==> config.mk <==
export PLATFORM = sky130hd
export DESIGN_NAME = ingress_parser
export DESIGN_NICKNAME = d
export VERILOG_FILES = /design/src/card_sink_pkg.sv /design/src/ingress_parser.sv
export SDC_FILE = /design/constraint.sdc
export NUM_CORES = 1
export LEC_CHECK = 0
export BUFFER_PORTS_ARGS = -buffer_cell sky130_fd_sc_hd__buf_2
export CORE_ASPECT_RATIO = 0.7
export CORE_UTILIZATION = 35
export DETAILED_ROUTE_END_ITERATION = 10
export SYNTH_ARGS = -nofsm -noshare
export SYNTH_HDL_FRONTEND = slang
export SYNTH_SLANG_ARGS = --single-unit
==> constraint.sdc <==
create_clock -name aclk -period 6.57 [get_ports aclk]
set_input_delay 0.657 -clock aclk [delete_from_list [all_inputs] [get_ports aclk]]
set_output_delay 0.657 -clock aclk [all_outputs]
set_load 0.01 [all_outputs]
==> src/card_sink_pkg.sv <==
package card_sink_pkg;

  // ----------------------------------------------------------
  // Sizing
  // ----------------------------------------------------------

  // Regions and id width
  localparam int N_REGIONS      = 4;
  localparam int N_REGIONS_BITS = 2;

  // Stream word
  localparam int DATA_BITS = 64;
  localparam int KEEP_BITS = 8;

  // Beat count minus one
  localparam int LEN_BITS = 8;

  // Buffering
  localparam int REGION_DEPTH = 16;
  localparam int CMD_DEPTH    = 8;

  // Derived pointer and occupancy widths
  localparam int REGION_PTR_BITS = $clog2(REGION_DEPTH);
  localparam int REGION_CNT_BITS = $clog2(REGION_DEPTH + 1);
  localparam int CMD_PTR_BITS    = $clog2(CMD_DEPTH);
  localparam int CMD_CNT_BITS    = $clog2(CMD_DEPTH + 1);

  // Header bits above id and len
  localparam int HDR_RSVD_BITS = DATA_BITS - N_REGIONS_BITS - LEN_BITS;

  // ----------------------------------------------------------
  // Types
  // ----------------------------------------------------------

  // One stream beat, 73 bits
  typedef struct packed {
    logic [DATA_BITS-1:0] tdata;
    logic [KEEP_BITS-1:0] tkeep;
    logic                 tlast;
  } axis_beat_t;

  // One packet command, region and beats minus one
  typedef struct packed {
    logic [N_REGIONS_BITS-1:0] id;
    logic [LEN_BITS-1:0]       len;
  } mux_cmd_t;

  // Header view, len in the low bits
  typedef struct packed {
    logic [HDR_RSVD_BITS-1:0]  rsvd;
    logic [N_REGIONS_BITS-1:0] id;
    logic [LEN_BITS-1:0]       len;
  } ingress_hdr_t;

  // Ingress tdata, header beat or payload beat
  typedef union packed {
    ingress_hdr_t         hdr;
    logic [DATA_BITS-1:0] data;
  } ingress_word_u;

endpackage

==> src/ingress_parser.sv <==
module ingress_parser import card_sink_pkg::*; (
  input  logic                 aclk,
  input  logic                 aresetn,
  input  logic                 in_valid,
  output logic                 in_ready,
  input  axis_beat_t           in_beat,
  output logic [N_REGIONS-1:0] wr_en,
  output axis_beat_t           wr_beat,
  input  logic [N_REGIONS-1:0] fifo_full,
  output logic                 cmd_ready,
  input  logic                 cmd_valid,
  output mux_cmd_t             cmd
);

  typedef enum logic [0:0] {ST_HDR, ST_PAYLOAD} state_t;

  // Packet FSM
  state_t                    state_c, state_n;
  logic [N_REGIONS_BITS-1:0] id_c, id_n;
  logic [LEN_BITS-1:0]       len_c, len_n;
  logic [LEN_BITS-1:0]       cnt_c, cnt_n;

  // Ingress decode
  ingress_word_u in_word;
  logic          in_fire;
  logic          last_beat;

  // Command queue
  mux_cmd_t                cmdq_mem [CMD_DEPTH];
  logic [CMD_PTR_BITS-1:0] cmdq_wr_ptr;
  logic [CMD_PTR_BITS-1:0] cmdq_rd_ptr;
  logic [CMD_CNT_BITS-1:0] cmdq_count;
  logic                    cmdq_full;
  logic                    cmdq_push;
  logic                    cmdq_pop;

  // ----------------------------------------------------------
  // Ingress side
  // ----------------------------------------------------------

  assign in_word   = in_beat.tdata;
  assign in_fire   = in_valid & in_ready;
  assign last_beat = (cnt_c == len_c);

  // Headers wait on queue space, payload on the target region
  assign in_ready = (state_c == ST_HDR) ? ~cmdq_full : ~fifo_full[id_c];

  // Payload beat with tlast rebuilt from the count
  assign wr_beat.tdata = in_word.data;
  assign wr_beat.tkeep = in_beat.tkeep;
  assign wr_beat.tlast = last_beat;

  always_comb begin
    state_n   = state_c;
    id_n      = id_c;
    len_n     = len_c;
    cnt_n     = cnt_c;
    cmdq_push = 1'b0;
    wr_en     = '0;

    case (state_c)
      ST_HDR: begin
        if (in_fire) begin
          // Header beat, queue the command and latch it
          cmdq_push = 1'b1;
          id_n      = in_word.hdr.id;
          len_n     = in_word.hdr.len;
          cnt_n     = '0;
          state_n   = ST_PAYLOAD;
        end
      end

      ST_PAYLOAD: begin
        if (in_fire) begin
          wr_en[id_c] = 1'b1;
          cnt_n       = cnt_c + 1'b1;
          // Back to header after beat len
          if (last_beat) begin
            state_n = ST_HDR;
          end
        end
      end

      default: state_n = ST_HDR;
    endcase
  end

  always_ff @(posedge aclk or negedge aresetn) begin
    if (!aresetn) begin
      state_c <= ST_HDR;
      id_c    <= '0;
      len_c   <= '0;
      cnt_c   <= '0;
    end else begin
      state_c <= state_n;
      id_c    <= id_n;
      len_c   <= len_n;
      cnt_c   <= cnt_n;
    end
  end

  // ----------------------------------------------------------
  // Command queue
  // ----------------------------------------------------------

  assign cmdq_full = (cmdq_count == CMD_CNT_BITS'(CMD_DEPTH));
  assign cmdq_pop  = cmd_valid;
  assign cmd_ready = (cmdq_count != '0);
  assign cmd       = cmdq_mem[cmdq_rd_ptr];

  // Storage
  always_ff @(posedge aclk) begin
    if (cmdq_push) begin
      cmdq_mem[cmdq_wr_ptr] <= '{id: in_word.hdr.id, len: in_word.hdr.len};
    end
  end

  always_ff @(posedge aclk or negedge aresetn) begin
    if (!aresetn) begin
      cmdq_wr_ptr <= '0;
      cmdq_rd_ptr <= '0;
      cmdq_count  <= '0;
    end else begin
      if (cmdq_push) begin
        cmdq_wr_ptr <= cmdq_wr_ptr + 1'b1;
      end
      if (cmdq_pop) begin
        cmdq_rd_ptr <= cmdq_rd_ptr + 1'b1;
      end
      // Occupancy holds on push and pop together
      case ({cmdq_push, cmdq_pop})
        2'b10:   cmdq_count <= cmdq_count + 1'b1;
        2'b01:   cmdq_count <= cmdq_count - 1'b1;
        default: cmdq_count <= cmdq_count;
      endcase
    end
  end

  // Header never queued into a full queue
  assert property (@(posedge aclk) disable iff (!aresetn) cmdq_push |-> !cmdq_full);

  // Mux pops only a queued command
  assert property (@(posedge aclk) disable iff (!aresetn) cmd_valid |-> cmd_ready);

  // At most one region written per beat
  assert property (@(posedge aclk) disable iff (!aresetn) $onehot0(wr_en));

endmodule

==> metrics.md <==
| Metric | Value |
|---|---|
| Result of the run | `completed` |
| RSZ-0062 raised after global routing | `false` |
| Complex-gate fraction of the synthesized area | `2.62%` |
| Post-detailed-placement cell area | `5090 um2` |
| Worst clock skew on the final layout | `0.00648 ns` |
| Clock buffer depth | `2` |
| Final worst-path setup slack | `3.51 ns` |
| Post-CTS setup buffers | `0` |
| Starting utilization of the core area | `36.4%` |
| Routed via count | `2,697` |
| Commonest cells after routing, fill and taps aside | `sky130_fd_sc_hd__edfxtp_1, sky130_fd_sc_hd__nand2_1, sky130_fd_sc_hd__buf_2` |
| Number of core rows | `36` |
| Post-synth design cell area | `5150 um2` |
| Cell count after synthesis | `359` |
| Mean instance size in the synthesized netlist | `14.3 um2` |
| Fin area | `5400 um2` |
| Max Clock Freq | `327 MHz` |
| Core region area | `14,100 um2` |
| HPWL after DPL | `6300 um` |
| Total CTS buffers | `9` |
| Async set-reset flop share out of synthesis | `26.6%` |
| Simple-gate portion of the synthesized area | `8.07%` |
| Avg WL per Cell | `17.7 um` |
| CP max stage cell | `sky130_fd_sc_hd__nor4b_1` |
| Total overflow reported by the global router | `0` |
| Chip Width | `147 um` |
| Full die area | `15,200 um2` |
| Tightest Pin Transition | `1.13 ns` |
| Required time at the worst-slack endpoint | `6.80 ns` |
| Number of hold-repair buffers added at the cts stage | `0` |
| Clock transition time at the flip-flop clock pins of the worst setup and hold paths | `0.07 ns` |
| Fillcell total | `1,330` |
| Min Clock Period, post-route | `3.06 ns` |
| Number of enable-type register cells in the synthesized netlist | `80` |
| Worst Setup End Kind | `register` |
| Input/output buffers | `44` |
| Met2 usage in global routing | `20.6%` |
| Synth Net Count | `446` |
| Worst-Skew Late Latency | `0.34 ns` |
| Count of endpoints failing setup in the final report | `0` |
| Tightest slew margin relative to the limit | `24.2%` |
| Largest delay contributor family on the critical path | `simple AND/OR/NAND/NOR gates` |
| Sequential cell area | `3130 um2` |
| Crit Path Class | `register to register` |
| Register bit total from synthesis | `109` |
| Area added between synthesis and finish | `4.88%` |
| Number of global-route vias before repair | `2,665` |
| Hold Crit Class | `primary input to asynchronous set/reset pin` |
| Worst Path Buf+Inv | `2` |
| Post-detailed-routing wire length | `9410 um` |
| Biggest cell delay along the critical path | `0.68 ns` |
| Clock tree from TritonCTS | `done` |
| Clk Tree Root Cell | `sky130_fd_sc_hd__clkbuf_16` |
| Post-Place Setup Slack | `3.53 ns` |
| Final cell utilization of the core | `38.2%` |
| Met3 layer usage reported by global route | `4.34%` |
| Xor/xnor share of the synthesized area | `2.89%` |
| Initial antenna violation count | `0` |
| Number of nets in the layout | `423` |
| Post-synthesis cell type count | `37` |
| Largest vdd supply drop | `0.147 mV` |
| Largest net degree at the start of global routing | `30` |
| Drt first pass iters | `5` |
| Setup TNS | `0 ns` |
| Largest family of logic cells by synthesized area | `buffers and inverters` |
| Reported leakage power | `1.92 nW` |
| Max-slew violations | `0` |
| Global-route wire length before repair | `15,000 um` |
| Startpoint type of the worst setup path | `register` |
| Critical path, cell by cell | `nor4b_1 -> nor3_2 -> buf_4 -> inv_2 -> ha_1 -> xor2_1 -> ha_1 -> a21oi_1 -> xor2_1 -> nor2_1 -> xor2_1` |
| Fraction of final layout cells sized beyond drive strength 1 | `31.7%` |
| Portion of the clock cycle consumed by the worst path in the final layout | `46.6%` |
| Iteration-0 DRC Markers | `106` |
| H-tree lvl count | `3` |
| Area share of fa/ha/maj cells after synthesis | `1.46%` |
| DRC | `0` |
| Highest net fanout along the worst path | `20` |
| Y dimension of the die | `103 um` |
| Worst slack on hold paths | `0.337 ns` |
| Multi-input combinational cell area | `1440 um2` |
| Dominant cell type by count on the critical path | `sky130_fd_sc_hd__xor2_1` |
| Overall fraction of global-route tracks in use | `13.3%` |
| Max-cap violations | `0` |
| Yosys warning count | `0` |
| Number of diodes added for antenna fixing | `0` |
| Global routing met1 resource utilization | `18.0%` |
| Avg Vias per Cell | `5.08` |
| Sequential area share after synthesis | `60.8%` |
| Number of sinks handled by clock tree synthesis | `109` |
| Pwr per Cell Area | `392 nW/um2` |
| Top_reg_cell synth | `sky130_fd_sc_hd__edfxtp_1` |
| Routed Antenna Nets | `0` |
| I/O pin cnt | `170` |
| Most crowded layer after global routing | `met2` |
| Final hold violation count | `0` |
| Proportion of synthesized area in mux cells | `12.1%` |
| Commonest non-fill, non-tap cell in the layout | `sky130_fd_sc_hd__edfxtp_1` |
| Arrival time of data at the critical path endpoint | `3.29 ns` |
| RD Place Congestion | `0.791` |
| # resized after CTS | `0` |
-- synthesized netlist by cell type (all sizes together), types with 2 or more instances --
cell type	count	area [um2]
nor2	4	15.0
edfxtp	80	2400
ha	6	75.1
buf	77	572
nor4b	5	43.8
dfrtp	29	726
mux2	13	150
nand4	5	31.3
nand2	45	169
clkbuf	7	26.3
nor4	4	25.0
o21ai	7	35.0
a21oi	6	30.0
nor3b	3	22.5
a211oi	2	15.0
nor3	5	25.0
or4	4	30.0
o31ai	3	22.5
xnor2	12	105
nand3	3	15.0
inv	4	15.0
xor2	5	43.8
mux4	21	473
-- worst reg2reg max path, cell delays in order (launching register included) --
cell,delay (ns)
sky130_fd_sc_hd__dfrtp_1,0.47
sky130_fd_sc_hd__nor4b_1,0.68
sky130_fd_sc_hd__nor3_2,0.07
sky130_fd_sc_hd__buf_4,0.23
sky130_fd_sc_hd__inv_2,0.35
sky130_fd_sc_hd__ha_1,0.34
sky130_fd_sc_hd__xor2_1,0.10
sky130_fd_sc_hd__ha_1,0.18
sky130_fd_sc_hd__a21oi_1,0.14
sky130_fd_sc_hd__xor2_1,0.18
sky130_fd_sc_hd__nor2_1,0.08
sky130_fd_sc_hd__xor2_1,0.14
-- stage by stage --
stage | instances | total power, mW
floorplan | 359 | 1.44
global placement | 515 | 1.57
detailed placement | 515 | 1.59
CTS | 531 | 2.15
global route | 531 | 2.25
finish | 531 | 2.12
-- where the power goes --
part	total (mW)	switching, mW	internal [mW]	leakage [nW]
Clock	0.554	0.252	0.302	0.149
Combinational	0.584	0.259	0.325	0.703
Sequential	0.979	0.157	0.822	1.07
Total	2.12	0.668	1.45	1.92
-- cell type report --
type                       instances  area share (%)
clock buffer                       9            4.17
tap                              190            4.40
multi-input combinational        161            26.6
clock inverter                     7            1.53
timing repair buffer              51            5.05
sequential                       109            57.9
inverter                           4           0.278
-- final timing paths --
| kind | from | to | slack, ns | depth (start not counted) |
|---|---|---|---|---|
| max in group asynchronous | aresetn | len_c[6]$_DFFE_PN0P_ | 5.79 | 1 |
| worst max register to register | cmdq_count[1]$_DFFE_PN0P_ | cmdq_count[2]$_DFFE_PN0P_ | 3.51 | 11 |
| worst min-delay path | aresetn | cmdq_count[3]$_DFFE_PN0P_ | 0.34 | 1 |
| worst max-delay path | cmdq_count[1]$_DFFE_PN0P_ | cmdq_count[2]$_DFFE_PN0P_ | 3.51 | 11 |
| min in group aclk | len_c[5]$_DFFE_PN0P_ | len_c[5]$_DFFE_PN0P_ | 0.50 | 2 |
| worst min register to register | len_c[5]$_DFFE_PN0P_ | len_c[5]$_DFFE_PN0P_ | 0.50 | 2 |
-- cells by family (layout without fill, tap and decap cells) --
kind of cell    Yosys count  count (layout)
flops                   109             109
buf+inv                  89              71
simple gates             82              82
mux                      34              34
compound gates           22              22
xor+xnor                 17              17
fa+ha+maj                 6               6
-- state kept, by name, indices dropped and copies added, names as in the netlist --
name         cells
cmdq_rd_ptr      3
cnt_c            8
len_c            8
cmdq_wr_ptr      3
id_c             2
cmdq_mem        80
cmdq_count       4
state_c          1
-- layer usage --
layer	up-vias	routed length (um)
met5	-	0
met4	0	163
met3	27	456
met2	90	4290
met1	1367	4500
li1	1213	-
(Power assumes the default switching activity.)
