**config.mk**
```make
export PLATFORM = sky130hd
export DESIGN_NAME = region_fifo
export DESIGN_NICKNAME = d
export VERILOG_FILES = /design/src/card_sink_pkg.sv /design/src/region_fifo.sv
export SDC_FILE = /design/constraint.sdc
export NUM_CORES = 1
export LEC_CHECK = 0
export BUFFER_PORTS_ARGS = -buffer_cell sky130_fd_sc_hd__buf_2
export CORE_MARGIN = 2
export CORE_UTILIZATION = 25
export DETAILED_ROUTE_END_ITERATION = 7
export GPL_TIMING_DRIVEN = 0
export MAX_ROUTING_LAYER = met4
export PLACE_DENSITY = 0.49
export SLEW_MARGIN = 20
export SYNTH_ARGS = -nofsm -noshare
export SYNTH_HDL_FRONTEND = slang
export SYNTH_SLANG_ARGS = --single-unit
```
**constraint.sdc**
```tcl
create_clock -name aclk -period 14 [get_ports aclk]
set_input_delay 2.8 -clock aclk [delete_from_list [all_inputs] [get_ports aclk]]
set_output_delay 2.8 -clock aclk [all_outputs]
set_load 0.1 [all_outputs]
```
**src/card_sink_pkg.sv**
```systemverilog
package card_sink_pkg;

  // ----------------------------------------------------------
  // Sizing
  // ----------------------------------------------------------

  // Regions and id width
  localparam int N_REGIONS      = 4;
  localparam int N_REGIONS_BITS = 2;

  // Stream word
  localparam int DATA_BITS = 64;
  localparam int KEEP_BITS = 8;

  // Beat count minus one
  localparam int LEN_BITS = 8;

  // Buffering
  localparam int REGION_DEPTH = 16;
  localparam int CMD_DEPTH    = 8;

  // Derived pointer and occupancy widths
  localparam int REGION_PTR_BITS = $clog2(REGION_DEPTH);
  localparam int REGION_CNT_BITS = $clog2(REGION_DEPTH + 1);
  localparam int CMD_PTR_BITS    = $clog2(CMD_DEPTH);
  localparam int CMD_CNT_BITS    = $clog2(CMD_DEPTH + 1);

  // Header bits above id and len
  localparam int HDR_RSVD_BITS = DATA_BITS - N_REGIONS_BITS - LEN_BITS;

  // ----------------------------------------------------------
  // Types
  // ----------------------------------------------------------

  // One stream beat, 73 bits
  typedef struct packed {
    logic [DATA_BITS-1:0] tdata;
    logic [KEEP_BITS-1:0] tkeep;
    logic                 tlast;
  } axis_beat_t;

  // One packet command, region and beats minus one
  typedef struct packed {
    logic [N_REGIONS_BITS-1:0] id;
    logic [LEN_BITS-1:0]       len;
  } mux_cmd_t;

  // Header view, len in the low bits
  typedef struct packed {
    logic [HDR_RSVD_BITS-1:0]  rsvd;
    logic [N_REGIONS_BITS-1:0] id;
    logic [LEN_BITS-1:0]       len;
  } ingress_hdr_t;

  // Ingress tdata, header beat or payload beat
  typedef union packed {
    ingress_hdr_t         hdr;
    logic [DATA_BITS-1:0] data;
  } ingress_word_u;

endpackage

```
**src/region_fifo.sv**
```systemverilog
module region_fifo import card_sink_pkg::*; (
  input  logic       aclk,
  input  logic       aresetn,
  input  logic       wr_en,
  input  axis_beat_t wr_beat,
  output logic       full,
  input  logic       rd_en,
  output logic       head_valid,
  output axis_beat_t head_beat
);

  // Beat storage
  axis_beat_t mem [REGION_DEPTH];

  // Circular pointers and fill level
  logic [REGION_PTR_BITS-1:0] wr_ptr;
  logic [REGION_PTR_BITS-1:0] rd_ptr;
  logic [REGION_CNT_BITS-1:0] count;

  // ----------------------------------------------------------
  // Flags and head
  // ----------------------------------------------------------

  assign full       = (count == REGION_CNT_BITS'(REGION_DEPTH));
  assign head_valid = (count != '0);

  // Head read straight from storage
  assign head_beat = mem[rd_ptr];

  // ----------------------------------------------------------
  // Write and read
  // ----------------------------------------------------------

  always_ff @(posedge aclk) begin
    if (wr_en) begin
      mem[wr_ptr] <= wr_beat;
    end
  end

  always_ff @(posedge aclk or negedge aresetn) begin
    if (!aresetn) begin
      wr_ptr <= '0;
      rd_ptr <= '0;
      count  <= '0;
    end else begin
      if (wr_en) begin
        wr_ptr <= wr_ptr + 1'b1;
      end
      if (rd_en) begin
        rd_ptr <= rd_ptr + 1'b1;
      end
      // Simultaneous write and read keeps the level
      case ({wr_en, rd_en})
        2'b10:   count <= count + 1'b1;
        2'b01:   count <= count - 1'b1;
        default: count <= count;
      endcase
    end
  end

  // Full slot only reused when the head leaves on the same edge
  assert property (@(posedge aclk) disable iff (!aresetn) (wr_en && full) |-> rd_en);

  // Mux drains only a present head
  assert property (@(posedge aclk) disable iff (!aresetn) rd_en |-> head_valid);

endmodule

```
==> run summary, run 1 <==
Final setup viols = 0
count of pins over their slew limit = 0
Pre-antenna DRT Iters = 5
post-synthesis adder-cell area fraction = 0.253%
die height = 426 microns
Critical Path Source Type = flip-flop
post-route ant nets = 0
detail-routed via count per cell = 4.38
Max Freq = 150 MHz
clk slew on worst S/H paths = 60 ps
number of synthesis warnings = 0
PwrDens = 231 nW/um^2
initial antenna violation count = 38
biggest cell delay along the critical path = 780 ps
gr ovfl total = 0
Max Cap Viol = 0
register area share after synthesis = 79.6%
number of port buffers = 150
Synth-to-Final Area Change = 18.8%
CTS tree = done
simple-gate area share of the yosys netlist = 1.19%
ys flop type = edfxtp_1
io pins = 152
Via Count = 20347
die footprint = 181000 sq um
Int Power = 7.24 mW
WP data required = 11200 ps
Fin. Hold Viols = 0
crit path capture type = primary output
critical path's top delay family = buffers and inverters
number of enable flip-flop cells after synthesis = 1168
H-Tree Depth = 3
Residual DRC = 0
Slowest-stage cell, CP = clkbuf_1
Yosys reg bits = 1181
WP data arrival = 3880 ps
worst setup path class = reg -> out
status = completed
combinational share of power = 40.3%
compound-gate portion of the synthesized area = 2.54%
setup bufs post-CTS = 0
1st-iter DRT viols = 1630
Slew HR = 33.2%
Num Clock Sinks = 1181
Post-Synth XOR/XNOR Area = 0.256%
Layout Nets = 2284
Routed WL = 114 mm
Initial Util = 25.2%
Post-CTS Resized = 0
largest family of logic cells by synthesized area = multiplexers
Core Footprint = 176000 sq um
final worst clock skew = 30.5 ps
Clock Power Share = 24.3%
vias in the first global route = 22133
Peak supply drop = 0.170 mV
final critical-path share of the clock period = 47.7%
Total GRT Usage = 12.8%
CP dominant cell by count = buf_2
Reg2Reg Setup Slack = 11150 ps
Tmin final = 6680 ps
Hold WC Path Type = reg -> reg
CP Max Fanout = 10
Worst Tran Pin Value = 1000 ps
number of fill cells in the layout = 17028
cts hold-fix bufs = 0
TNS Setup = 0 ps
sw frac = 40.5%
Avg Cell Area, Syn = 23.7 sq um
hold_ws = 477 ps
HPWL after detailed placement = 73.8 mm
gpl congestion = 0.690
CTS Buf Count = 110
Pleak = 16.5 nW
CTS Root Cell = clkbuf_16
wire per inst = 24.4 microns
synthesized net count = 1963
Post-Syn Instances = 1877
Skew-Pair Late Insertion Delay = 730 ps
Switch Pwr = 4.93 mW
first-pass GRT wire length = 161 mm
crit path buf inv count = 4
pin count of the biggest net entering global routing = 36
synthesized area = 44500 sq um
CP cell instances = buf_2 -> buf_2 -> clkbuf_1 -> mux4_2 -> a22oi_1 -> nand2_1 -> buf_2
Rows = 154
mux contribution to synthesized area = 14.9%
unrepaired setup endpoints after global routing = no
layout cell share with drive strength beyond 1 = 30.8%
Longest Clk Path Bufs = 3
Flop pwr share = 35.4%
DIE WIDTH = 426 microns
Yosys cell types = 31
Post-synth ARST share = 1.10%
power by group through the flow:
stage / clock (mW) / sequential [mW] / combinational [mW]
final: 2.96 / 4.31 / 4.91
after global routing: 3.16 / 4.33 / 5.19
after CTS: 3.04 / 4.31 / 5.07
after detailed placement: 0 / 4.38 / 5.06
after global placement: 0 / 4.44 / 4.94
after floorplan: 0 / 4.38 / 3.60
cell usage after synthesis (2+ instances only):
master,number,area share [%]
edfxtp_1,1168,79
mux4_2,287,15
a22oi_1,146,2.5
nand2_1,80,0.68
clkbuf_1,47,0.40
buf_2,19,0.21
buf_1,17,0.14
and2_1,14,0.20
buf_6,13,0.33
dfrtp_1,13,0.73
ha_1,9,0.25
buf_4,7,0.12
nor2_1,7,0.059
xor2_1,7,0.14
xnor2_1,6,0.12
inv_1,5,0.042
mux4_1,5,0.30
nand4_1,4,0.056
nor3_1,4,0.045
o21ai_0,4,0.045
mux2_2,2,0.051
nand3_1,2,0.023
nor2b_1,2,0.028
nor3b_1,2,0.034
layout by cell type (no fill, tap or decap), drive strengths merged, types with 8 or more instances in the layout:
cell type,instances
mux4,292
dfrtp,13
a22oi,146
nand2,80
buf,266
bufinv,11
edfxtp,1168
inv,8
clkbuf,183
diode,21
and2,14
ha,9
clkinv,48
per-layer routing:
layer | track usage (%) | wire length [microns]
met5 | - | 0
met4 | 3.21 | 2200
met3 | 2.44 | 6150
met2 | 22.8 | 60200
met1 | 14.8 | 45000
per-stage QoR:
stage	instance area [sq um]	setup WS, ps	total power [mW]	utilization (%)	std cells
floorplan	44500	5300	7.98	-	1877
global placement	48100	-1660	9.37	27.3	4367
detailed placement	49200	7970	9.44	27.9	4426
CTS	52800	7130	12.4	29.9	4625
global route	52800	7140	12.7	29.9	4643
finish	52800	7320	12.2	29.9	4646
cell families (layout without fill, tap and decap cells):
family / count (synthesis) / in the layout
flops: 1181 / 1181
mux: 294 / 294
buf+inv: 109 / 517
compound gates: 152 / 152
fa+ha+maj: 9 / 9
xor+xnor: 13 / 13
simple gates: 119 / 119
other cells: 0 / 21
worst reg2reg max path: stages (launching register included):
cell and delay [ps]:
dfrtp_1 440, inv_1 130, ha_1 220, nand2_1 120, nor3_2 450, buf_4 270, buf_4 170, buf_4 180
buf_4 190, buf_4 190, buf_4 190
area by class of cell:
| cell class | instances | area [sq um] | area share (%) |
|---|---|---|---|
| plain buffers | 104 | 552 | 1.04 |
| flip-flops and latches | 1181 | 35400 | 67.0 |
| repair buffers | 209 | 1760 | 3.34 |
| multi-input cells | 587 | 8560 | 16.2 |
| diodes | 21 | 52.6 | 0.0995 |
| clock inverters | 63 | 638 | 1.21 |
| clock buffers | 136 | 2910 | 5.51 |
| inverters | 5 | 18.8 | 0.0355 |
| well taps | 2340 | 2930 | 5.54 |
state kept, by name, summed over array words and instances (netlist names):
register / count
wr_ptr: 4
rd_ptr: 4
mem: 1168
count: 5
worst paths after layout:
check | depth (start not counted) | from | to
hold reg to reg | 1 | count[4]$_DFFE_PN0P_ | count[4]$_DFFE_PN0P_
hold / removal | 1 | count[4]$_DFFE_PN0P_ | count[4]$_DFFE_PN0P_
setup / recovery | 7 | rd_ptr[1]$_DFFE_PN0P_ | head_beat[65]
max in group asynchronous | 1 | aresetn | wr_ptr[1]$_DFFE_PN0P_
min in group asynchronous | 1 | aresetn | rd_ptr[1]$_DFFE_PN0P_
setup reg to reg | 10 | wr_ptr[0]$_DFFE_PN0P_ | mem[2][33]$_DFFE_PP_
Power figures use the tool's default switching activity.
==> inputs of run 2 (changes only) <==
- PLACE_DENSITY: 0.49 -> 0.5
- clock period: 14 -> 5.75 ns (I/O delays scaled with it)
==> run summary, run 2 (synthesis gave the netlist of run 1 again) <==
status = completed
number of fill cells in the layout = 17058
Residual DRC = 0
Fin. Hold Viols = 0
detail-routed via count per cell = 4.38
number of port buffers = 150
unrepaired setup endpoints after global routing = no
Worst Tran Pin Value = 961 ps
Layout Nets = 2284
final worst-path setup slack = 779 ps
Initial Util = 25.2%
Skew-Pair Late Insertion Delay = 700 ps
Pre-antenna DRT Iters = 5
Max Cap Viol = 0
dpl cell area = 49200 sq um
Total GRT Usage = 12.7%
Rows = 154
Longest Clk Path Bufs = 3
cts hold-fix bufs = 0
post-route ant nets = 0
fin area = 52800 sq um
Final Util = 29.9%
Synth-to-Final Area Change = 18.7%
commonest non-fill, non-tap cells in the layout = edfxtp_1, mux4_2, buf_2
WP data arrival = 3820 ps
first-pass GRT wire length = 161 mm
CTS tree = done
DIE WIDTH = 426 microns
final critical-path share of the clock period = 86.5%
die height = 426 microns
final worst clock skew = 25.8 ps
Critical Path Source Type = flip-flop
CTS Buf Count = 111
clk slew on worst S/H paths = 60 ps
Post-CTS Resized = 0
Max Freq = 201 MHz
Tmin final = 4970 ps
layout cell share with drive strength beyond 1 = 30.9%
Pleak = 16.5 nW
1st-iter DRT viols = 1794
worst setup path class = reg -> out
CTS Root Cell = clkbuf_16
setup bufs post-CTS = 0
Hold WC Path Type = in -> async
HPWL after detailed placement = 73.6 mm
vias in the first global route = 22022
initial antenna violation count = 39
total power = 29.6 mW
Reg2Reg Setup Slack = 2850 ps
dpl ws = 1410 ps
CP Max Fanout = 10
pin count of the biggest net entering global routing = 37
Routed WL = 113 mm
Slew HR = 35.9%
commonest non-fill, non-tap cell in the layout = edfxtp_1
gpl congestion = 0.694
PwrDens = 561 nW/um^2
Final setup viols = 0
Critical R2R Capture = mem[6][39]$_DFFE_PP_
gr ovfl total = 0
hold_ws = 359 ps
Via Count = 20300
die footprint = 181000 sq um
wire per inst = 24.3 microns
R2R depth = 8
io pins = 152
Peak supply drop = 0.409 mV
Num Clock Sinks = 1181
crit path capture type = primary output
Core Footprint = 176000 sq um
Top Registers = mem: 1168 flops, count: 5 flops
RR Startpoint = wr_ptr[2]$_DFFE_PN0P_
Largest Register = mem
H-Tree Depth = 3
WP data required = 4600 ps
max reg flops = 1168
count of pins over their slew limit = 0
==> run 2: per-layer routing <==
layer  share of wire (%)  track usage (%)  vias to the layer above
li1                    -                -                     8730
met1                  40             14.9                    10950
met2                  53             22.5                      461
met3                 4.6             2.19                      159
met4                 2.0             3.47                        0
met5                   0                -                        -
==> run 2: metrics by stage <==
step,cells,setup TNS [ps]
floorplan,1877,-189610
global placement,4367,-2123070
detailed placement,4425,0
CTS,4620,0
global route,4636,0
finish,4640,0
==> run 2: worst max-delay path by stage <==
stage                                      from                   end  slack [ps]  depth (start not counted)
after detailed placement  rd_ptr[1]$_DFFE_PN0P_         head_beat[24]        1410                          7
after floorplan                           wr_en   mem[6][0]$_DFFE_PP_       -1300                          3
final                     rd_ptr[1]$_DFFE_PN0P_         head_beat[63]         780                          7
after global routing      rd_ptr[1]$_DFFE_PN0P_         head_beat[62]         620                          7
after global placement                    wr_en  mem[2][40]$_DFFE_PP_       -8340                          3
after CTS                 rd_ptr[1]$_DFFE_PN0P_         head_beat[24]         630                          7
==> run 2: cell type report <==
type	instances	area [sq um]	area share, %
sequential	1181	35400	67.1
multi-input combinational	587	8560	16.2
clock buffer	141	2980	5.64
tap	2340	2930	5.55
timing repair buffer	208	1740	3.30
clock inverter	54	557	1.05
buffer	104	552	1.05
antenna	20	50.0	0.0948
inverter	5	18.8	0.0356
==> run 2: where the power goes <==
part	switching (mW)	leakage [nW]	total, mW	internal, mW
clock	3.07	1.71	7.19	4.13
combinational	8.68	4.06	11.9	3.25
sequential	0.179	10.7	10.5	10.3
==> run 2: worst max-delay path, stage by stage, from the launching register on <==
cell	delay [ps]
dfrtp_1	410
buf_2	200
buf_2	450
clkbuf_1	740
mux4_1	410
a22oi_1	350
nand2_1	200
buf_2	340
