===== config.mk =====
export PLATFORM = sky130hd
export DESIGN_NAME = axis_mux_user_sink
export DESIGN_NICKNAME = d
export VERILOG_FILES = /design/src/card_sink_pkg.sv /design/src/axis_mux_user_sink.sv
export SDC_FILE = /design/constraint.sdc
export NUM_CORES = 1
export LEC_CHECK = 0
export BUFFER_PORTS_ARGS = -buffer_cell sky130_fd_sc_hd__buf_2
export CELL_PAD_IN_SITES_DETAIL_PLACEMENT = 1
export CELL_PAD_IN_SITES_GLOBAL_PLACEMENT = 1
export CORE_AREA = 2 2 150 152
export DETAILED_ROUTE_END_ITERATION = 16
export DIE_AREA = 0 0 152 154
export PLACE_DENSITY = 0.69
export SYNTH_ARGS = -nofsm -noshare
export SYNTH_HDL_FRONTEND = slang
export SYNTH_SLANG_ARGS = --single-unit

===== constraint.sdc =====
create_clock -name aclk -period 5.25 [get_ports aclk]
set_input_delay 0.525 -clock aclk [delete_from_list [all_inputs] [get_ports aclk]]
set_output_delay 0.525 -clock aclk [all_outputs]
set_load 0.005 [all_outputs]

===== src/card_sink_pkg.sv =====
package card_sink_pkg;

  // ----------------------------------------------------------
  // Sizing
  // ----------------------------------------------------------

  // Regions and id width
  localparam int N_REGIONS      = 4;
  localparam int N_REGIONS_BITS = 2;

  // Stream word
  localparam int DATA_BITS = 64;
  localparam int KEEP_BITS = 8;

  // Beat count minus one
  localparam int LEN_BITS = 8;

  // Buffering
  localparam int REGION_DEPTH = 16;
  localparam int CMD_DEPTH    = 8;

  // Derived pointer and occupancy widths
  localparam int REGION_PTR_BITS = $clog2(REGION_DEPTH);
  localparam int REGION_CNT_BITS = $clog2(REGION_DEPTH + 1);
  localparam int CMD_PTR_BITS    = $clog2(CMD_DEPTH);
  localparam int CMD_CNT_BITS    = $clog2(CMD_DEPTH + 1);

  // Header bits above id and len
  localparam int HDR_RSVD_BITS = DATA_BITS - N_REGIONS_BITS - LEN_BITS;

  // ----------------------------------------------------------
  // Types
  // ----------------------------------------------------------

  // One stream beat, 73 bits
  typedef struct packed {
    logic [DATA_BITS-1:0] tdata;
    logic [KEEP_BITS-1:0] tkeep;
    logic                 tlast;
  } axis_beat_t;

  // One packet command, region and beats minus one
  typedef struct packed {
    logic [N_REGIONS_BITS-1:0] id;
    logic [LEN_BITS-1:0]       len;
  } mux_cmd_t;

  // Header view, len in the low bits
  typedef struct packed {
    logic [HDR_RSVD_BITS-1:0]  rsvd;
    logic [N_REGIONS_BITS-1:0] id;
    logic [LEN_BITS-1:0]       len;
  } ingress_hdr_t;

  // Ingress tdata, header beat or payload beat
  typedef union packed {
    ingress_hdr_t         hdr;
    logic [DATA_BITS-1:0] data;
  } ingress_word_u;

endpackage


===== src/axis_mux_user_sink.sv =====
module axis_mux_user_sink import card_sink_pkg::*; (
  input  logic                         aclk,
  input  logic                         aresetn,
  input  logic                         cmd_ready,
  output logic                         cmd_valid,
  input  mux_cmd_t                     cmd,
  input  logic       [N_REGIONS-1:0]   head_valid,
  input  axis_beat_t [N_REGIONS-1:0]   head_beat,
  output logic       [N_REGIONS-1:0]   rd_en,
  output logic                         out_valid,
  input  logic                         out_ready,
  output axis_beat_t                   out_beat
);

  typedef enum logic [0:0] {ST_IDLE, ST_MUX} state_t;

  // FSM
  state_t state_c, state_n;

  // Active packet
  logic [N_REGIONS_BITS-1:0] id_c, id_n;
  logic [LEN_BITS-1:0]       cnt_c, cnt_n;
  logic [LEN_BITS-1:0]       n_beats_c, n_beats_n;

  // Handshake and end of packet
  logic out_fire;
  logic tr_done;

  // ----------------------------------------------------------
  // Mux
  // ----------------------------------------------------------

  always_comb begin
    rd_en = '0;
    if (state_c == ST_MUX) begin
      // Selected region drives the output
      out_valid   = head_valid[id_c];
      out_beat    = head_beat[id_c];
      rd_en[id_c] = head_valid[id_c] & out_ready;
    end else begin
      out_valid = 1'b0;
      out_beat  = '0;
    end
  end

  assign out_fire = out_valid & out_ready;

  // Beat len of the packet leaves
  assign tr_done = (cnt_c == n_beats_c) & out_fire;

  // ----------------------------------------------------------
  // Next state
  // ----------------------------------------------------------

  always_comb begin
    state_n = state_c;
    case (state_c)
      ST_IDLE: state_n = cmd_ready ? ST_MUX : ST_IDLE;
      // Stay in mux when the next command is already queued
      ST_MUX:  state_n = (tr_done && !cmd_ready) ? ST_IDLE : ST_MUX;
      default: state_n = ST_IDLE;
    endcase
  end

  // ----------------------------------------------------------
  // Datapath and command pop
  // ----------------------------------------------------------

  always_comb begin
    cnt_n     = cnt_c;
    id_n      = id_c;
    n_beats_n = n_beats_c;
    cmd_valid = 1'b0;

    case (state_c)
      ST_IDLE: begin
        cnt_n = '0;
        if (cmd_ready) begin
          cmd_valid = 1'b1;
          id_n      = cmd.id;
          n_beats_n = cmd.len;
        end
      end

      ST_MUX: begin
        if (tr_done) begin
          cnt_n = '0;
          // Pop next command with no gap
          if (cmd_ready) begin
            cmd_valid = 1'b1;
            id_n      = cmd.id;
            n_beats_n = cmd.len;
          end
        end else if (out_fire) begin
          cnt_n = cnt_c + 1'b1;
        end
      end

      default: cnt_n = '0;
    endcase
  end

  always_ff @(posedge aclk or negedge aresetn) begin
    if (!aresetn) begin
      state_c   <= ST_IDLE;
      id_c      <= '0;
      cnt_c     <= '0;
      n_beats_c <= '0;
    end else begin
      state_c   <= state_n;
      id_c      <= id_n;
      cnt_c     <= cnt_n;
      n_beats_c <= n_beats_n;
    end
  end

  // Nothing leaves without an active command
  assert property (@(posedge aclk) disable iff (!aresetn) (state_c == ST_IDLE) |-> !out_valid);

  // Only the selected region is drained
  assert property (@(posedge aclk) disable iff (!aresetn)
    (rd_en & ~(N_REGIONS'(1) << id_c)) == '0);

endmodule


==> results.ini, run 1 <==
[status]
status=finished, final reports clean

[route]
drt-pass1-iter-count=5
ant_nets=0
drtIter0Drc=415
drt_wl_total_mm=21.59
route.detailed.drc=0
vias=4651
routed_via_density=4.800
wl_per_cell_um=22.28

[die]
io_pins=389
die_area_um2=23410
die_x_um=152
start_util=0.1640
rows=54
design.core.area_um2=21690
fp.dieH_um=154

[clock_tree]
post_cts_buffers=0
root_buffer=clkbuf_16
cts_tree=yes
cts_buffer_depth=2
numCtsBuffers=3
cts_hold_buf=0
clkSlewWorstSetupHoldPaths_ns=0.06
cts_resized=0
cts_num_sinks=19
clk_latency_ns=0.25
h-tree-depth=1

[setup_path]
reg2reg_from=cnt_c[1]
cp.required_ns=4.72
r2r_cells=4
worstPathArrival_ns=2.87
reg2reg_to=id_c[0]
rrSetupSlack_ns=2.56
crit_path_end_kind=output pin
path_cells=mux4_2 > nand2_1 > o31ai_1 > and2_1 > buf_2
slowest_delay_ns=0.87
crit_slowest_cell=dfrtp_4
critPathMaxFanout=37
critPathLaunchType=flip-flop
critPathKind=reg2out

[logic_synthesis]
synth_edf_count=0
yosysTopAreaCellShare=0.4687
synth_largest_area_cell=mux4_2
netlist_area_um2=3556
synth_ff_type=dfrtp_1
synth_async_sr_flop_share=1.000
synthTopCellsByArea=mux4_2 47%, dfrtp_1 13%, and2_1 13%, o211ai_1 3.4%, nand2_1 3.1%
ys_warn_count=0
synth_area_per_cell_um2=10.74
synthDistinctLibCells=33
yosysSeqAreaShare=0.1337
synth_cells=331
syn_nets=642
synth_seq_cells=19

[timing]
fmax_mhz=294.8
fin_ws_ns=1.858
fin_crit_ns=3.392
hold_viol_final=0
rsz0062_at_grt=false
tns_ns=0
tightestPinTransition_ns=0.9498
whs_ns=0.2335
slew_headroom=0.3645
setup_violations=0
skew_ns=0.0008880
drv_slew=0
period_share=0.6461

[place]
dpl_cell_area_um2=5707
globalplace.congestion=0.8959
portBuffers=388
dpl.hpwl_mm=17.83
pre_cts_slack_ns=2.060

[worst_hold_path]
min_path_type=in2async

[pwr]
finalPower_mw=0.7087
peakVddDrop_mv=0.1877
power_leakage_nw=2.808
powerDensity_nw_per_um2=122.4

[layout]
drive_gt1_frac=0.6914
num-nets-final=999
nFillCells=2651
final_area_um2=5792
area_growth_pct=62.88

[global_route]
grt_max_degree=54
antenna_found_initial=4
grt_usage=0.1740
grt_pass1_wl_mm=31.93
grt_pass1_vias=5004
grt_overflow=0

[job]
max_cap_violations=0

==> cell usage in the layout, fill, tap and decap left out, drive strengths merged <==
| cell | n |
|---|---|
| a21oi | 10 |
| a221oi | 10 |
| and2 | 75 |
| and3 | 2 |
| buf | 391 |
| clkbuf | 3 |
| clkinv | 1 |
| dfrtp | 19 |
| diode | 2 |
| ha | 1 |
| inv | 2 |
| mux4 | 74 |
| nand2 | 29 |
| nand3 | 8 |
| nand4 | 4 |
| nor2 | 5 |
| nor3 | 3 |
| nor3b | 2 |
| nor4 | 1 |
| o2111ai | 1 |
| o211ai | 16 |
| o21ai | 5 |
| o21bai | 1 |
| o221ai | 2 |
| o22ai | 1 |
| o311ai | 1 |
| o31ai | 1 |
| or4 | 10 |
| xnor2 | 8 |
| xor2 | 1 |
==> routing by layer <==
metal  GRT usage  routed length (um)  share of wire
met1      0.2271                8801           0.41
met2      0.3018               10850           0.50
met3     0.03692                1567          0.073
met4     0.02759                 350          0.016
met5           0                  21        0.00097
==> logic make-up (layout without fill, tap and decap cells) <==
group	Yosys count	after routing	share of synthesized area
other	0	2	0
xor gates and xnor gates	9	9	0.02428
DFF	19	19	0.1337
and+or+nand+nor	139	139	0.2227
AOI/OAI and AO/OA	48	48	0.09641
muxes	74	74	0.4687
buffers and inverters	41	397	0.05067
adders and majority gates	1	1	0.003518
==> worst max-delay path, delay by kind of cell (launching register included) <==
| kind | cells | cell delay [ns] |
|---|---|---|
| flops | 1 | 0.87 |
| simple gates | 2 | 0.49 |
| buf+inv | 1 | 0.11 |
| compound gates | 1 | 0.47 |
| mux | 1 | 0.63 |
==> final cells by class <==
cell class | count | area, um2 | share of cell area
sequential | 19 | 484.2 | 0.08360
multi-input combinational | 271 | 2900 | 0.5008
tap | 280 | 350.3 | 0.06049
clock buffer | 3 | 75.07 | 0.01296
timing repair buffer | 391 | 1964 | 0.3392
clock inverter | 1 | 5.005 | 0.0008641
inverter | 2 | 7.507 | 0.001296
antenna | 2 | 5.005 | 0.0008641
==> Yosys cell counts (3+ instances only) <==
master / instances
and2_1: 75
mux4_2: 74
nand2_1: 29
clkbuf_1: 22
dfrtp_1: 19
o211ai_1: 16
buf_2: 15
a21oi_1: 10
a221oi_1: 10
or4_1: 10
nand3_1: 8
xnor2_1: 7
nor2_1: 5
nand4_1: 3
nor3_1: 3
o21ai_0: 3
==> metrics by stage <==
stage	cells	util
after global routing	969	0.2670
after floorplan	331	-
after global placement	963	0.2631
after detailed placement	963	0.2631
final	969	0.2670
after CTS	967	0.2668
==> flip-flops by register name, summed over array words and instances, names as in the netlist <==
| signal | cells |
|---|---|
| state_c | 1 |
| id_c | 2 |
| cnt_c | 8 |
| n_beats_c | 8 |
==> worst max-delay path by stage <==
stage | start | end | depth (start not counted)
CTS | id_c[0] | out_beat[45] | 4
finish | id_c[0] | cmd_valid | 5
global placement | id_c[0] | cmd_valid | 5
floorplan | id_c[0] | out_beat[47] | 5
global route | id_c[0] | cmd_valid | 5
detailed placement | id_c[0] | out_beat[45] | 4
==> where the power goes <==
group / switching [mW] / internal (mW) / total, mW
Combinational: 0.146 / 0.202 / 0.349
Clock: 0.0615 / 0.102 / 0.164
Sequential: 0.0322 / 0.164 / 0.196
No activity file was read; power rests on OpenSTA's default activity.
==> run 2: changes to the inputs <==
--- a/config.mk
+++ b/config.mk
@@ -8,10 +8,10 @@
 export BUFFER_PORTS_ARGS = -buffer_cell sky130_fd_sc_hd__buf_2
 export CELL_PAD_IN_SITES_DETAIL_PLACEMENT = 1
 export CELL_PAD_IN_SITES_GLOBAL_PLACEMENT = 1
-export CORE_AREA = 2 2 150 152
+export CORE_AREA = 2 2 153 155
 export DETAILED_ROUTE_END_ITERATION = 16
-export DIE_AREA = 0 0 152 154
-export PLACE_DENSITY = 0.69
+export DIE_AREA = 0 0 155 157
+export PLACE_DENSITY = 0.67
 export SYNTH_ARGS = -nofsm -noshare
 export SYNTH_HDL_FRONTEND = slang
 export SYNTH_SLANG_ARGS = --single-unit
==> constraint.sdc (replaced) <==
create_clock -name aclk -period 3.3 [get_ports aclk]
set_input_delay 0.33 -clock aclk [delete_from_list [all_inputs] [get_ports aclk]]
set_output_delay 0.33 -clock aclk [all_outputs]
set_load 0.005 [all_outputs]
==> run 2 against run 1 <==
Compared with the run above: non-clock buffer count up 6; combinational power increased by 60%; register-to-register slack got worse by 1.3 ns; die area up 4.0%; wire length up 0.32%; highest routed layer unchanged.
==> results.ini, run 2 (same netlist as run 1, synthesis figures left out) <==
[timing]
tightestPinTransition_ns=0.8204
fin_ws_ns=0.7996
rsz0062_at_grt=false
whs_ns=0.02992
drv_slew=0
fmax_mhz=399.9
tns_ns=0
hold_viol_final=0
setup_violations=0
slew_headroom=0.4510
period_share=0.7577
fin_crit_ns=2.500
skew_ns=0.003248

[route]
drt-pass1-iter-count=4
route.detailed.drc=0
vias=4653
wl_per_cell_um=22.12
drt_wl_total_mm=21.66
routed_via_density=4.753
drtIter0Drc=345
ant_nets=0

[clock_tree]
cts_buffer_depth=2
post_cts_buffers=0
cts_num_sinks=19
h-tree-depth=1
cts_hold_buf=0
cts_tree=yes
clkSlewWorstSetupHoldPaths_ns=0.06
clk_latency_ns=0.26
root_buffer=clkbuf_16
numCtsBuffers=3
cts_resized=0

[place]
pre_cts_slack_ns=1.082
globalplace.congestion=0.8481
portBuffers=388
dpl.hpwl_mm=18.06

[pwr]
peakVddDrop_mv=0.1866
finalPower_mw=1.137
powerDensity_nw_per_um2=193.8
power_leakage_nw=2.848

[layout]
num-nets-final=1005
area_growth_pct=64.95
layout_commonest_cell=buf_2
nFillCells=2736
layout_common_cells=388 x buf_2, 75 x and2_1, 74 x mux4_2
multi_input_area_um2=2900
seqCellArea_um2=484.2
largestRegisters=cnt_c (8), n_beats_c (8), id_c (2)
drive_gt1_frac=0.6941

[global_route]
antenna_found_initial=5
grt_pass1_wl_mm=30.44
grt_usage=0.1631
grt_pass1_vias=4775
grt_overflow=0
grt_max_degree=80

[die]
die_area_um2=24340
die_x_um=155
io_pins=389
design.core.area_um2=22500
fp.dieH_um=157
start_util=0.1580
rows=55

[setup_path]
crit_path_end_kind=output pin
critPathKind=reg2out
critPathLaunchType=flip-flop
critPathMaxFanout=13
worstPathArrival_ns=2.17
cp.required_ns=2.97

[job]
max_cap_violations=0

[status]
status=finished, final reports clean

[worst_hold_path]
min_path_type=in2async

[run 2: cell types whose count changed in the layout (fill, tap and decap cells not counted), sizes merged]
cell,change
buf,+6
diode,-1
[run 2: worst max-delay path, stage by stage (launching register included)]
cell and delay [ns]:
dfrtp_1 0.52, xnor2_2 0.15, nand4_2 0.22, buf_4 0.26
o31ai_1 0.46, and2_1 0.19, buf_2 0.11
[run 2: path summary, 6_finish.rpt]
| path | slack (ns) | end | cells after the start | start |
|---|---|---|---|---|
| max in group asynchronous | 2.90 | id_c[1] | 1 | aresetn |
| worst min register to register | 0.56 | cnt_c[0] | 1 | cnt_c[0] |
| worst max register to register | 1.31 | cnt_c[3] | 5 | id_c[0] |
| worst min-delay path | 0.03 | id_c[0] | 1 | aresetn |
| worst max-delay path | 0.80 | cmd_valid | 6 | cnt_c[3] |
| min in group aclk | 0.35 | n_beats_c[3] | 3 | cmd[3] |
[run 2: routing by layer]
layer / wire length, um / GRT usage / vias to the layer above
met2: 10490 / 0.2688 / 219
li1: - / - / 2050
met1: 9334 / 0.2295 / 2362
met3: 1551 / 0.02863 / 18
met5: 27 / 0 / -
met4: 254 / 0.02028 / 4
[run 2: final cells by class]
class | count | share of cell area
diodes | 1 | 0.0004266
clock buffers | 3 | 0.01280
clock inverters | 1 | 0.0008532
inverters | 2 | 0.001280
multi-input cells | 271 | 0.4945
flip-flops and latches | 19 | 0.08255
well taps | 285 | 0.06079
repair buffers | 397 | 0.3468
[run 2: through the flow]
step / std cells / cell area (um2) / util
final: 979 / 5866 / 0.2607
after global routing: 978 / 5863 / 0.2606
after CTS: 978 / 5863 / 0.2606
after detailed placement: 974 / 5783 / 0.2570
after global placement: 974 / 5783 / 0.2570
after floorplan: 331 / 3556 / -
[run 2: power by group]
group	total [mW]	internal [mW]	switching (mW)
sequential	0.306	0.261	0.0453
combinational	0.560	0.327	0.234
clock	0.271	0.163	0.107
total	1.14	0.751	0.386
==> run 3: changes to the inputs <==
==> constraint.sdc (replaced) <==
create_clock -name aclk -period 2.4 [get_ports aclk]
set_input_delay 0.24 -clock aclk [delete_from_list [all_inputs] [get_ports aclk]]
set_output_delay 0.24 -clock aclk [all_outputs]
set_load 0.005 [all_outputs]
==> run 3 against run 2 <==
Compared with the run above: die area unchanged; via count fell by 0.45%; core utilization rose by 0.33 points; power increased by 36%; combinational power increased by 36%; clock power grew 32%; worst hold slack better by 0.23 ns; first-iteration DRC count is 11% higher; sequential share of layout area down 0.10 points.
==> results.ini, run 3 (same netlist as run 1, synthesis figures left out) <==
[status]
status=finished, final reports clean

[layout]
final_util=0.2639
layout_commonest_cell=buf_2
fin_cells=986
drive_gt1_frac=0.6938
area_growth_pct=67.03
largestRegisters=cnt_c (8), n_beats_c (8), id_c (2)
layout_common_cells=388 x buf_2, 75 x and2_1, 74 x mux4_2
num-nets-final=1011
final_area_um2=5939

[timing]
rsz0062_at_grt=false
slew_headroom=0.6653
skew_ns=0.004783
setup_violations=0
whs_ns=0.2626
fmax_mhz=434.9
fin_ws_ns=0.1004
fin_crit_ns=2.300
period_share=0.9582
drv_slew=0
hold_viol_final=0
tightestPinTransition_ns=0.5020
tns_ns=0

[setup_path]
r2r_cells=5
reg2reg_to=n_beats_c[5]
slowest_delay_ns=0.51
crit_path_end_kind=output pin
reg2reg_from=id_c[0]
critPathMaxFanout=11
critPathLaunch=id_c[0]
path_cells=mux4_2 > nand2_1 > o31ai_1 > and2_1 > buf_2
worstPathArrival_ns=2.06
cp.required_ns=2.16
critPathKind=reg2out
critPathLaunchType=flip-flop
rrSetupSlack_ns=0.32
crit_slowest_cell=dfrtp_4

[job]
max_cap_violations=0

[die]
die_x_um=155
design.core.area_um2=22500
die_area_um2=24340
rows=55
start_util=0.1580
io_pins=389
fp.dieH_um=157

[worst_hold_path]
holdPathStages=3
min_path_type=in2reg
whs_endpoint=id_c[1]
min_from=cmd[9]

[clock_tree]
cts_resized=0
numCtsBuffers=3
cts_num_sinks=19
cts_buffer_depth=2
root_buffer=clkbuf_16
clk_latency_ns=0.25
clkSlewWorstSetupHoldPaths_ns=0.06
h-tree-depth=1
cts_tree=yes

[global_route]
antenna_found_initial=10
grt_usage=0.1548
grt_max_degree=87
grt_pass1_wl_mm=29.05
grt_pass1_vias=4731
grt_overflow=0

[place]
pre_cts_slack_ns=0.3355
dpl.hpwl_mm=17.36
placedCellCount=979
dpl_cell_area_um2=5846
globalplace.congestion=0.8459
portBuffers=388

[pwr]
powerDensity_nw_per_um2=260.7
power_leakage_nw=2.889
finalPower_mw=1.549
peakVddDrop_mv=0.1954

[route]
wl_per_cell_um=20.99
vias=4632
drt-met1-wl_mm=8.341
wl_met3_mm=1.796
dr_wl_met2_mm=10.14
drt_wl_total_mm=20.69
drt-pass1-iter-count=4
routed_via_density=4.698
route.detailed.drc=0
top_layer_used=met5
drtIter0Drc=383
ant_nets=0

==> run 3: layout make-up <==
class / instances / area (um2)
Tap cell: 285 / 356.6
Timing Repair Buffer: 403 / 2107
Clock buffer: 4 / 78.83
Multi-Input combinational cell: 271 / 2900
Inverter: 2 / 7.507
Antenna cell: 2 / 5.005
Sequential cell: 19 / 484.2
Fill cell: 2739 / 16560
==> run 3: report_power, final <==
part | switching [mW] | leakage, nW | internal [mW]
Clock | 0.130 | 0.0382 | 0.226
Combinational | 0.309 | 2.66 | 0.454
Sequential | 0.0700 | 0.187 | 0.359
Total | 0.509 | 2.89 | 1.04
==> run 3: worst max path at each step <==
stage                     depth (start not counted)  slack (ns)            to
after floorplan                                   5        0.54  out_beat[47]
after global placement                            5        0.38  n_beats_c[5]
after detailed placement                          5        0.34  n_beats_c[5]
after CTS                                         5        0.11     cmd_valid
after global routing                              5       0.009     cmd_valid
final                                             5        0.10     cmd_valid
==> run 3: worst max-delay path: cells and delay by family, from the launching register on <==
family,cells,cell delay [ns]
flops,1,0.51
mux,1,0.49
simple gates,2,0.37
compound gates,1,0.31
buf+inv,1,0.11
==> run 3: routing by layer <==
layer  up-vias  global-route usage
li1       2060                   -
met1      2315              0.2078
met2       215              0.2542
met3        28             0.04240
met4        14             0.02293
met5         -                   0
==> run 3: timing repair <==
action,in CTS,in global routing
buffers inserted,0,0
hold buffers,1,0
endpoints found under the hold margin,19,0
